===== src/merge_consts.svh =====
// ##############################
// frame merger sizes
// source count, fifo depth, sink credits and priority
// ##############################

`ifndef MERGE_CONSTS_SVH
`define MERGE_CONSTS_SVH

// number of producer ports
`define MERGE_NUM_SRC 4

// entries per source fifo, power of two
`define MERGE_FIFO_DEPTH 8

// sink buffer slots
`define MERGE_CREDITS 4

// sources that beat round robin
`define MERGE_PRIO_MASK 4'b0100

`endif


===== src/merge_pkg.sv =====
// ##############################
// frame merger shared types
// ##############################

`default_nettype none

`include "merge_consts.svh"

package merge_pkg;

    typedef logic [31:0] word_t;                                    // one data word
    typedef logic [$clog2(`MERGE_NUM_SRC)-1:0] src_sel_t;           // source index
    typedef logic [`MERGE_NUM_SRC-1:0] src_mask_t;                  // one bit per source
    typedef logic [$clog2(`MERGE_CREDITS+1)-1:0] credit_cnt_t;      // 0 .. MERGE_CREDITS
    typedef logic [$clog2(`MERGE_FIFO_DEPTH+1)-1:0] fifo_cnt_t;     // 0 .. depth

    // frame position of a source as seen from the output side
    typedef enum logic {
        FRAME_IDLE,
        FRAME_ACTIVE
    } frame_state_t;

endpackage

`default_nettype wire


===== src/source_fifo.sv =====
// ##############################
// per-producer word FIFO
// tracks frame state and raises the hold request
// ##############################

`default_nettype none

`include "merge_consts.svh"

module source_fifo (
    input  wire                  CLK,
    input  wire                  RST,
    input  wire                  in_valid,
    input  wire merge_pkg::word_t in_data,
    input  wire                  in_last,
    input  wire                  grant,
    output logic                 in_full,
    output logic                 write_req,
    output logic                 hold_req,
    output merge_pkg::word_t     head_data,
    output logic                 head_last
);

    localparam int PTR_W = $clog2(`MERGE_FIFO_DEPTH);

    merge_pkg::word_t        mem_data [`MERGE_FIFO_DEPTH];
    logic                    mem_last [`MERGE_FIFO_DEPTH];
    logic [PTR_W-1:0]        wr_ptr;
    logic [PTR_W-1:0]        rd_ptr;
    merge_pkg::fifo_cnt_t    count;
    merge_pkg::frame_state_t state;
    logic                    push;
    logic                    pop;

    assign in_full   = (count == merge_pkg::fifo_cnt_t'(`MERGE_FIFO_DEPTH));
    assign write_req = (count != '0);                 // not empty
    assign push      = in_valid && !in_full;          // writes while full are dropped
    assign pop       = grant && write_req;
    assign head_data = mem_data[rd_ptr];
    assign head_last = mem_last[rd_ptr];
    assign hold_req  = (state == merge_pkg::FRAME_ACTIVE) && write_req;

    // ##############################
    // storage and pointers
    // ##############################

    always_ff @(posedge CLK) begin
        if (push) begin
            mem_data[wr_ptr] <= in_data;
            mem_last[wr_ptr] <= in_last;
        end
    end

    always_ff @(posedge CLK) begin
        if (RST) begin
            wr_ptr <= '0;
            rd_ptr <= '0;
            count  <= '0;
        end else begin
            if (push)
                wr_ptr <= wr_ptr + 1'b1;                  // wraps at depth
            if (pop)
                rd_ptr <= rd_ptr + 1'b1;
            case ({push, pop})
                2'b10:   count <= count + 1'b1;
                2'b01:   count <= count - 1'b1;
                default: count <= count;                  // both or neither
            endcase
        end
    end

    // ##############################
    // frame tracking
    // ##############################

    always_ff @(posedge CLK) begin
        if (RST)
            state <= merge_pkg::FRAME_IDLE;
        else if (pop)
            state <= head_last ? merge_pkg::FRAME_IDLE : merge_pkg::FRAME_ACTIVE;
    end

    // producer must watch in_full before writing
    a_no_write_full: assert property (@(posedge CLK) disable iff (RST)
        in_valid |-> !in_full)
        else $error("source_fifo: write while full, word dropped");

    // arbiter only grants sources that request
    a_no_grant_empty: assert property (@(posedge CLK) disable iff (RST)
        grant |-> write_req)
        else $error("source_fifo: grant while empty");

endmodule

`default_nettype wire


===== src/rrp_arbiter.sv =====
// ##############################
// round-robin arbiter with priority mask and frame hold
// selects one source and muxes its head word
// ##############################

`default_nettype none

`include "merge_consts.svh"

module rrp_arbiter #(
    parameter merge_pkg::src_mask_t PRIORITY = '0
) (
    input  wire                                          CLK,
    input  wire                                          RST,
    input  wire merge_pkg::src_mask_t                    write_req,
    input  wire merge_pkg::src_mask_t                    hold_req,
    input  wire merge_pkg::word_t [`MERGE_NUM_SRC-1:0]   data_in,
    input  wire merge_pkg::src_mask_t                    last_in,
    input  wire                                          ready,
    output merge_pkg::src_mask_t                         grant,
    output logic                                         write_out,
    output merge_pkg::word_t                             data_out,
    output logic                                         last_out,
    output merge_pkg::src_sel_t                          sel_out
);

    merge_pkg::src_mask_t prio_req;
    merge_pkg::src_sel_t  sel;
    merge_pkg::src_sel_t  held_sel;     // selection frozen while sink stalls
    merge_pkg::src_sel_t  rr_ptr;       // last round-robin winner
    logic                 rr_mode;      // current pick came from round robin
    logic                 held_rr;
    logic                 hold;

    assign prio_req = PRIORITY & write_req;

    // ##############################
    // source selection
    // ##############################

    always_comb begin
        sel     = '0;
        rr_mode = 1'b0;
        if (hold) begin
            sel     = held_sel;
            rr_mode = held_rr;
        end else if (|hold_req) begin
            for (int i = `MERGE_NUM_SRC - 1; i >= 0; i--) begin
                if (hold_req[i])
                    sel = merge_pkg::src_sel_t'(i);       // lowest mid-frame source
            end
        end else if (|prio_req) begin
            for (int i = `MERGE_NUM_SRC - 1; i >= 0; i--) begin
                if (prio_req[i])
                    sel = merge_pkg::src_sel_t'(i);
            end
        end else if (|write_req) begin
            rr_mode = 1'b1;
            // nearest requester after the pointer wins
            for (int k = `MERGE_NUM_SRC; k >= 1; k--) begin
                if (write_req[merge_pkg::src_sel_t'(rr_ptr + k)])
                    sel = merge_pkg::src_sel_t'(rr_ptr + k);
            end
        end
    end

    // a pending frame hold blocks every other source
    assign write_out = (|write_req) && (!(|hold_req) || hold_req[sel]);
    assign grant     = merge_pkg::src_mask_t'(write_out && ready) << sel;
    assign data_out  = data_in[sel];
    assign last_out  = last_in[sel];
    assign sel_out   = sel;

    always_ff @(posedge CLK) begin
        if (RST) begin
            hold     <= 1'b0;
            held_sel <= '0;
            held_rr  <= 1'b0;
            rr_ptr   <= merge_pkg::src_sel_t'(`MERGE_NUM_SRC - 1);  // source 0 goes first
        end else begin
            if (ready)
                hold <= 1'b0;
            else if (write_out)
                hold <= 1'b1;                             // sink stalled on a word
            if (!hold) begin
                held_sel <= sel;
                held_rr  <= rr_mode;
            end
            if (rr_mode && |grant)
                rr_ptr <= sel;
        end
    end

    a_grant_onehot: assert property (@(posedge CLK) disable iff (RST)
        $onehot0(grant))
        else $error("rrp_arbiter: grant not one-hot");

endmodule

`default_nettype wire


===== src/credit_sender.sv =====
// ##############################
// sink output register stage
// spends one credit per word, counts returns
// ##############################

`default_nettype none

`include "merge_consts.svh"

module credit_sender (
    input  wire                      CLK,
    input  wire                      RST,
    input  wire                      write_in,
    input  wire merge_pkg::word_t    data_in,
    input  wire                      last_in,
    input  wire merge_pkg::src_sel_t src_in,
    input  wire                      credit_return,
    output logic                     ready,
    output logic                     out_valid,
    output merge_pkg::word_t         out_data,
    output logic                     out_last,
    output merge_pkg::src_sel_t      out_src
);

    merge_pkg::credit_cnt_t credits;
    logic                   accept;

    assign ready  = (credits != '0);
    assign accept = write_in && ready;

    always_ff @(posedge CLK) begin
        if (RST) begin
            credits   <= merge_pkg::credit_cnt_t'(`MERGE_CREDITS);
            out_valid <= 1'b0;
        end else begin
            out_valid <= accept;
            case ({accept, credit_return})
                2'b10:   credits <= credits - 1'b1;       // word sent
                2'b01:   credits <= credits + 1'b1;       // slot freed
                default: credits <= credits;
            endcase
        end
    end

    always_ff @(posedge CLK) begin
        if (accept) begin
            out_data <= data_in;
            out_last <= last_in;
            out_src  <= src_in;
        end
    end

    // sink returns no more slots than it has
    a_credit_max: assert property (@(posedge CLK) disable iff (RST)
        credits <= merge_pkg::credit_cnt_t'(`MERGE_CREDITS))
        else $error("credit_sender: credit count above sink size");

endmodule

`default_nettype wire


===== src/merge_top.sv =====
// ##############################
// frame merger top level
// four source FIFOs, arbiter, credit sender
// ##############################

`default_nettype none

`include "merge_consts.svh"

module merge_top (
    input  wire                                          CLK,
    input  wire                                          RST,
    input  wire merge_pkg::src_mask_t                    in_valid,
    input  wire merge_pkg::word_t [`MERGE_NUM_SRC-1:0]   in_data,
    input  wire merge_pkg::src_mask_t                    in_last,
    output merge_pkg::src_mask_t                         in_full,
    output logic                                         out_valid,
    output merge_pkg::word_t                             out_data,
    output logic                                         out_last,
    output merge_pkg::src_sel_t                          out_src,
    input  wire                                          credit_return
);

    merge_pkg::src_mask_t                    write_req;
    merge_pkg::src_mask_t                    hold_req;
    merge_pkg::src_mask_t                    head_last;
    merge_pkg::src_mask_t                    grant;
    merge_pkg::word_t [`MERGE_NUM_SRC-1:0]   head_data;
    logic                                    arb_write;
    merge_pkg::word_t                        arb_data;
    logic                                    arb_last;
    merge_pkg::src_sel_t                     arb_sel;
    logic                                    ready;

    for (genvar i = 0; i < `MERGE_NUM_SRC; i++) begin : gen_src
        source_fifo fifo_inst (
            .CLK       (CLK),
            .RST       (RST),
            .in_valid  (in_valid[i]),
            .in_data   (in_data[i]),
            .in_last   (in_last[i]),
            .grant     (grant[i]),
            .in_full   (in_full[i]),
            .write_req (write_req[i]),
            .hold_req  (hold_req[i]),
            .head_data (head_data[i]),
            .head_last (head_last[i])
        );
    end

    rrp_arbiter #(
        .PRIORITY (`MERGE_PRIO_MASK)
    ) arb_inst (
        .CLK       (CLK),
        .RST       (RST),
        .write_req (write_req),
        .hold_req  (hold_req),
        .data_in   (head_data),
        .last_in   (head_last),
        .ready     (ready),
        .grant     (grant),
        .write_out (arb_write),
        .data_out  (arb_data),
        .last_out  (arb_last),
        .sel_out   (arb_sel)
    );

    credit_sender sender_inst (
        .CLK           (CLK),
        .RST           (RST),
        .write_in      (arb_write),
        .data_in       (arb_data),
        .last_in       (arb_last),
        .src_in        (arb_sel),
        .credit_return (credit_return),
        .ready         (ready),
        .out_valid     (out_valid),
        .out_data      (out_data),
        .out_last      (out_last),
        .out_src       (out_src)
    );

endmodule

`default_nettype wire


===== config.mk =====
export PLATFORM = sky130hd
export DESIGN_NAME = merge_top
export DESIGN_NICKNAME = d
export VERILOG_FILES = /design/src/merge_pkg.sv /design/src/source_fifo.sv /design/src/rrp_arbiter.sv /design/src/credit_sender.sv /design/src/merge_top.sv
export VERILOG_INCLUDE_DIRS = /design/src
export SDC_FILE = /design/constraint.sdc
export NUM_CORES = 1
export LEC_CHECK = 0
export BUFFER_PORTS_ARGS = -buffer_cell sky130_fd_sc_hd__buf_2
export CAP_MARGIN = 20
export CELL_PAD_IN_SITES_DETAIL_PLACEMENT = 0
export CELL_PAD_IN_SITES_GLOBAL_PLACEMENT = 1
export CORE_MARGIN = 4
export CORE_UTILIZATION = 54
export DETAILED_ROUTE_END_ITERATION = 6
export PLACE_DENSITY = 0.82
export SLEW_MARGIN = 0
export SYNTH_ARGS = -nofsm -noshare
export SYNTH_HDL_FRONTEND = slang
export SYNTH_SLANG_ARGS = --single-unit

===== constraint.sdc =====
create_clock -name CLK -period 6.4 [get_ports CLK]
set_input_delay 0.96 -clock CLK [delete_from_list [all_inputs] [get_ports CLK]]
set_output_delay 0.96 -clock CLK [all_outputs]
set_load 0.005 [all_outputs]

======== After elaboration in Yosys (flattened, before gate mapping) ========
Memory sizes are Yosys's and may differ from the RTL's. A register that Yosys moved wholly into a read port is not among the register bits.
Cells that the tools add are included.
storage, ports and cells
  memory bits (read-only) ................. 0
  output and inout bits ................... 40
  bits in latches ......................... 0
  logic and storage cells ................. 173
  memory bits (writable) .................. 1056
  input bits .............................. 139
  flip-flop bits (word level) ............. 89
  memories kept ........................... 8
memory list
  name                           depth  bits a word  rd ports  clocked after memory_dff  wr ports  RTL line           text
  gen_src[0].fifo_inst.mem_data  8      32           1         1                         1         source_fifo.sv:26  merge_pkg::word_t mem_data [`MERGE_FIFO_DEPTH];
  gen_src[1].fifo_inst.mem_data  8      32           1         1                         1         source_fifo.sv:26
  gen_src[2].fifo_inst.mem_data  8      32           1         1                         1         source_fifo.sv:26
  gen_src[3].fifo_inst.mem_data  8      32           1         1                         1         source_fifo.sv:26
  gen_src[0].fifo_inst.mem_last  8      1            1         1                         1         source_fifo.sv:27  logic mem_last [`MERGE_FIFO_DEPTH];
  gen_src[1].fifo_inst.mem_last  8      1            1         1                         1         source_fifo.sv:27
  2 more memories                n/a    n/a          n/a       n/a                       n/a       n/a
cells by class
  multipliers ............................. 0
  equality and inequality tests ........... 14
  bitwise gates (word level) .............. 0
  mux-type cells .......................... 63
  magnitude comparators ................... 5
  shift-type cells ........................ 1
  reduce and logical (&&, ||, !) cells .... 35
  add/subtract/negate cells ............... 22
  div/mod/pow operators ................... 0
operator list
  cell                                                                    count
  32-bit binary-select mux with 2-bit select                              1
  3-bit 2-to-1 mux                                                        16
  32-bit 2-to-1 mux                                                       1
  4-bit one-hot mux with 2 select lines                                   4
  3-bit by 1-bit adder with 3-bit output (second input constant)          9
  2-bit 2-to-1 mux                                                        12
  1-bit 2-to-1 mux                                                        22
  4-bit by 1-bit adder with 4-bit output (second input constant)          4
  4-bit equality test (second input constant)                             4
  4-bit nonzero test                                                      4
  4-bit by 1-bit subtractor with 4-bit output (second input constant)     4
  1-bit logical AND                                                       15
  2-bit by 3-bit < comparator with 1-bit output (second input constant)   5
  1-bit binary-select mux with 2-bit select                               6
  4-bit OR reduction                                                      3
  2-bit by 1-bit equality test with 1-bit output (second input constant)  5
  2-bit equality test (second input constant)                             5
  2-bit nonzero test                                                      5
  3-bit one-hot mux with 2 select lines                                   1
  1-bit logical NOT                                                       5
  2-bit by 1-bit adder with 2-bit output (second input constant)          2
  2-bit adder (second input constant)                                     2
  1-bit by 2-bit << shifter with 4-bit output                             1
  3-bit nonzero test                                                      1
  other kinds (3)                                                         3

======== Longest topological paths before layout ========
  depth after elaboration ................. 20
  depth in mapped cells ................... 15
  mapped depth without buffers ............ 13

======== By module ========
Synthesis repeated with hierarchy kept, for this count alone.
second synthesis, totals
  cell total of the unflattened synthesis .. 2079
  area total of the unflattened synthesis .. 45601.2 sq um
modules (own cells, without submodules)
  module                                   area each (sq um)  seq. area each (sq um)  cells each  instances
  source_fifo at gen_src[2].fifo_inst ...  10715.3            8207.9                  461         2
  source_fifo at gen_src[0].fifo_inst      10674.0            8207.9                  461         1
  source_fifo at gen_src[1].fifo_inst      10656.5            8207.9                  460         1
  rrp_arbiter                              1601.5             120.1                   182         1
  credit_sender                            1238.7             1131.1                  54          1

======== Least setup slack after synthesis ========
Ideal clock, no wire load.
  path kind ............................... in2reg
  start point ............................. input port in_valid[0]
  end point ............................... memory gen_src[0].fifo_inst.mem_data[0][0] (netlist name) (enable)
  setup slack ............................. 1.352 ns
  cell stages on the path ................. 4
  buffers on the path ..................... 1
  library setup time ...................... 0.506 ns
  arrival time ............................ 4.542 ns
  cell sequence ........................... and2_1 > clkbuf_1 > inv_1 > nor4_1
between the ends
  cells in the longest elaborated chain, start to end .. 3
RTL lines
  item                                    RTL line           text
  start, declared                         merge_top.sv:13    input wire merge_pkg::src_mask_t in_valid,
  1-bit logical AND                       source_fifo.sv:37  assign push = in_valid && !in_full;
  1-bit 2-to-1 mux                        source_fifo.sv:48  if (push) begin
  1-bit 2-to-1 mux (implied by the code)  source_fifo.sv:49  mem_data[wr_ptr] <= in_data;
  end, declared                           source_fifo.sv:26
Every way passes these cells.

======== Worst setup path in the final report ========
  start point ............................. register gen_src[3].fifo_inst.count[0]
  end point ............................... register gen_src[1].fifo_inst.count[2]
between the ends
  cells in the longest elaborated chain, start to end .. 20
  elaborated cells between the ends (all ways) .. 36
RTL lines
  item                                                                                   RTL line           text
  start, declared                                                                        source_fifo.sv:30  merge_pkg::fifo_cnt_t count;
  start signal, assigned                                                                 source_fifo.sv:65  2'b10: count <= count + 1'b1;
  start signal, assigned                                                                 source_fifo.sv:66  2'b01: count <= count - 1'b1;
  start signal, assigned                                                                 source_fifo.sv:67  default: count <= count;
  4-bit nonzero test (*)                                                                 source_fifo.sv:36  assign write_req = (count != '0);
  1-bit binary-select mux with 2-bit select                                              rrp_arbiter.sv:61  if (write_req[merge_pkg::src_sel_t'(rr_ptr + k)])
  1-bit 2-to-1 mux (implied by the code)                                                 rrp_arbiter.sv:61
  2-bit 2-to-1 mux (4 in series)                                                         rrp_arbiter.sv:61
  2-bit 2-to-1 mux                                                                       rrp_arbiter.sv:57  end else if (|write_req) begin
  2-bit 2-to-1 mux                                                                       rrp_arbiter.sv:52  end else if (|prio_req) begin
  2-bit 2-to-1 mux                                                                       rrp_arbiter.sv:47  end else if (|hold_req) begin
  2-bit 2-to-1 mux                                                                       rrp_arbiter.sv:44  if (hold) begin
  (+2 left out)                                                                          n/a
  1-bit logical OR                                                                       rrp_arbiter.sv:68  assign write_out = (|write_req) && (!(|hold_req) || hold_req[sel]);
  1-bit logical AND                                                                      rrp_arbiter.sv:68
  1-bit logical AND                                                                      rrp_arbiter.sv:69  assign grant = merge_pkg::src_mask_t'(write_out && ready) << sel;
  1-bit by 2-bit << shifter with 4-bit output (*)                                        rrp_arbiter.sv:69
  1-bit logical AND (*)                                                                  source_fifo.sv:38  assign pop = grant && write_req;
  net gen_src[1].fifo_inst.pop                                                           source_fifo.sv:33  logic pop;
  2-bit by 1-bit equality test with 1-bit output or 2-bit equality test (tied branches)  source_fifo.sv:64  case ({push, pop})
  4-bit one-hot mux with 2 select lines or 2-bit nonzero test (tied branches)            n/a
  end signal, assigned                                                                   source_fifo.sv:65
  end signal, assigned                                                                   source_fifo.sv:66
  end signal, assigned                                                                   source_fifo.sv:67
  end, declared                                                                          source_fifo.sv:30
Mark *: on every way through the listed nets, which the timed path passes. The rest lies on a longest branch. The select of a mux whose other input is x is not followed.
A chain may end at the register's enable or synchronous reset.

==> impl_metrics.py <==
metrics = {
    "outcome": {
        "status": "finished clean",
    },
    "final_layout": {
        "drive_above_1_share_pct": 31.1,
        "nets": 2503,
        "instances_no_fill": 3530,
        "syn2layout_area_growth_pct": 13.0,
        "fill_cells": 5573,
    },
    "floorplanning": {
        "initial_utilization_pct": 54.4,
        "fp.dieH_um": 298,
        "coreArea_um2": 83400,
        "dieArea_um2": 88700,
        "dieWidth_um": 298,
        "rows": 106,
        "ios": 179,
    },
    "logic_synthesis": {
        "yosysTopAreaCell": "edfxtp_1",
        "netlist-cell-type-count": 64,
        "yosys-top-cells-area": "edfxtp_1 72%, mux4_2 13%, mux2i_1 4.5%",
        "synth_fp_nets": 2274,
        "synth-seq-area-share_pct": 75.2,
        "netlist_area_um2": 45300,
        "synth-edff-count": 1091,
        "syn_inst": 2113,
        "yosysWarnings": 0,
        "synthTopCellsByCount": "1091 x edfxtp_1, 264 x mux4_2, 205 x mux2i_1",
        "postSynthAreaPerCell_um2": 21.5,
        "ys_seq_elements": 1157,
        "post-synth-top-count-cell": "edfxtp_1",
        "synth_flop_cell": "edfxtp_1",
        "synth_top_area_share_pct": 72.3,
        "ys_async_sr_fraction_pct": 0,
    },
    "worst_setup_path": {
        "r2r-start": "gen_src[3].fifo_inst.count[0]",
        "crit_path_start_kind": "flip-flop",
        "rr_worst_depth": 12,
        "endpoint_kind": "flip-flop",
        "cp_num_cells": 12,
        "slowest_delay_ns": 0.77,
        "startpoint": "gen_src[3].fifo_inst.count[0]",
        "cp_top_family": "compound AO/OA/AOI/OAI gates",
        "cp_num_buf_inv": 1,
        "critical_path.max_fanout": 43,
        "setup.worst_path.end": "gen_src[1].fifo_inst.count[2]",
        "reg2reg_to": "gen_src[1].fifo_inst.count[2]",
        "crit_required_ns": 7.00,
        "critPathKind": "reg -> reg",
        "cp.arrival_ns": 4.56,
        "r2r_slack_ns": 2.44,
        "crit_path_cell_trace": "o41ai_1 > nand4_1 > o31ai_4 > buf_4 > nor3_4 > ha_1 > xor2_1 > ha_1 > a21oi_1 > xor2_1 > or3_1 > a21oi_1",
        "cpMaxStageDelayCell": "o41ai_1",
    },
    "drt": {
        "routed_wl_um": 99600,
        "drc": 0,
        "via_per_inst": 6.07,
        "vias": 21435,
        "ant_nets": 0,
        "post_drt_wl_per_cell_um": 28.2,
        "drt_pass1_iterations": 7,
        "drtIter0Drc": 2231,
    },
    "pwr": {
        "irDropWorstVdd_uv": 673,
        "leakage_uw": 0.0163,
        "pwr-share-comb_pct": 24.3,
        "p_per_area_nw_per_um2": 413,
        "switchingPower_uw": 6210,
        "p_int_uw": 15000,
        "seqPwrFrac_pct": 45.6,
        "p_sw_share_pct": 29.4,
        "clkPwrFrac_pct": 30.1,
    },
    "clock_tree": {
        "cts_max_path_buffers": 3,
        "cts_resized": 0,
        "cts_tree": "built",
        "clk_pin_slew_ns": 0.06,
        "cts_hold_buf": 0,
        "root_buffer": "clkbuf_16",
        "numCtsBuffers": 111,
        "cts_post_setup_buffers_inserted": 0,
        "htreeDepth": 3,
        "cts_sinks": 1157,
        "clock_latency_ns": 0.70,
    },
    "global_routing": {
        "top_usage_layer": "met2",
        "first_global_vias": 21521,
        "met1_usage_pct": 31.4,
        "grt_max_degree": 67,
        "grtUsageTotal_pct": 22.4,
        "met3_usage_pct": 6.73,
        "grt_pass1_wl_um": 146000,
        "met2_usage_pct": 34.2,
        "antenna_found_initial": 30,
        "grt_overflow_total": 0,
    },
    "timing": {
        "fmaxAchievable_mhz": 252,
        "min_period_ns": 3.96,
        "rsz0062_at_grt": "no",
        "relSlewSlack_pct": 27.6,
        "maxSlewViolCount": 0,
        "finalCritPeriodShare_pct": 61.9,
        "fin_setup_tns_ns": 0,
        "finalHoldViolCount": 0,
        "fin_skew_ns": 0.0567,
        "setup_viol": 0,
        "tightest_slew_ns": 1.09,
    },
    "placed_design": {
        "dp_cells": 3308,
        "hpwl_um": 61500,
        "place_congestion": 0.822,
        "port_buffers": 178,
    },
    "job": {
        "max_cap_viol_count": 0,
    },
    "hold_path": {
        "min_path_type": "reg -> reg",
    },
}
## sequential cells by signal (all words and copies together) (netlist names), named ones only
register	count
gen_src.fifo_inst.mem_last	32
sender_inst.credits	3
gen_src.fifo_inst.state	4
sender_inst.out_data	32
sender_inst.out_src	2
gen_src.fifo_inst.count	16
gen_src.fifo_inst.rd_ptr	12
sender_inst.out_last	1
arb_inst.held_sel	2
arb_inst.rr_ptr	2
gen_src.fifo_inst.wr_ptr	12
arb_inst.hold	1
arb_inst.held_rr	1
gen_src.fifo_inst.mem_data	1024
sender_inst.out_valid	1
## logic make-up (layout without fill, tap and decap cells)
logic type                 Yosys count  count (layout)  share of synthesized area [%]
and+or+nand+nor                    191             191                           2.30
muxes                              518             518                           18.9
AOI/OAI and AO/OA                   72              72                           1.21
DFF                               1157            1157                           75.2
adders and majority gates           23              23                          0.646
other                                0              15                              0
xor gates and xnor gates            26              26                          0.502
buffers and inverters              126             448                           1.32
## per-layer routing
layer	wire length, µm	vias up
li1	-	9232
met1	38900	11115
met2	47500	905
met3	9950	169
met4	3050	14
met5	197	-
## area by class of cell
class                      instances  area, µm²  area share, %
sequential                      1157      34100           66.5
multi-input combinational        830      10900           21.2
antenna                           15       37.5         0.0732
timing repair buffer             228       1260           2.47
tap                             1080       1350           2.64
clock inverter                    69        712           1.39
clock buffer                     137       2880           5.61
inverter                          14       52.6          0.103
## per-stage QoR
stage	total power (µW)	area [µm²]	utilization (%)	hold slack (ns)	worst slack [ns]
after floorplan	13300	45300	-	0.454	1.35
after global placement	14800	47600	57.1	0.473	2.69
after detailed placement	15000	47600	57.1	0.477	2.54
after CTS	21300	51200	61.4	0.487	2.52
after global routing	22000	51200	61.4	0.522	2.24
final	21200	51300	61.4	0.489	2.44
## worst reg2reg max path, stage by stage (launching register included)
cell and delay [ns]:
dfxtp_1 0.43, o41ai_1 0.77, nand4_1 0.31, o31ai_4 0.26, buf_4 0.54, nor3_4 0.15
ha_1 0.31, xor2_1 0.17, ha_1 0.19, a21oi_1 0.17, xor2_1 0.12, or3_1 0.34
a21oi_1 0.14
## worst min path at each step
stage	startpoint	endpoint	slack [ns]	cells after the start
final	gen_src[2].fifo_inst.rd_ptr[1]	flip-flop	0.49	2
after global routing	in_data[49]	gen_src[1].fifo_inst.mem_data[3][17]	0.52	1
after CTS	gen_src[2].fifo_inst.rd_ptr[1]	flip-flop	0.49	2
after detailed placement	gen_src[2].fifo_inst.rd_ptr[1]	flip-flop	0.48	2
after global placement	gen_src[2].fifo_inst.rd_ptr[1]	flip-flop	0.47	2
after floorplan	gen_src[2].fifo_inst.rd_ptr[1]	flip-flop	0.45	2
## cells in the final DEF (no fill, tap or decap), drive strengths merged, types with 4 or more instances in the layout
| cell | n |
|---|---|
| clkbuf | 138 |
| inv | 20 |
| o31ai | 5 |
| clkinv | 47 |
| nor4 | 9 |
| a21oi | 26 |
| mux4 | 264 |
| mux2i | 205 |
| mux2 | 49 |
| o21ai | 15 |
| o41ai | 5 |
| and2 | 7 |
| ha | 21 |
| o41a | 4 |
| diode | 15 |
| bufinv | 9 |
| nor2b | 10 |
| or4 | 6 |
| dfxtp | 66 |
| xor2 | 18 |
| nor3 | 29 |
| buf | 227 |
| xnor2 | 8 |
| nand2b | 9 |
| edfxtp | 1091 |
| or3 | 5 |
| nand2 | 43 |
| clkinvlp | 7 |
| nor4bb | 6 |
| nor2 | 57 |
## power by group through the flow
stage	Clock [µW]	Combinational (µW)	Sequential (µW)
after floorplan	0	3920	9400
after global placement	0	5010	9760
after detailed placement	0	5150	9800
after CTS	6500	5180	9650
after global routing	6830	5480	9730
final	6380	5130	9650
(Power assumes the default switching activity.)
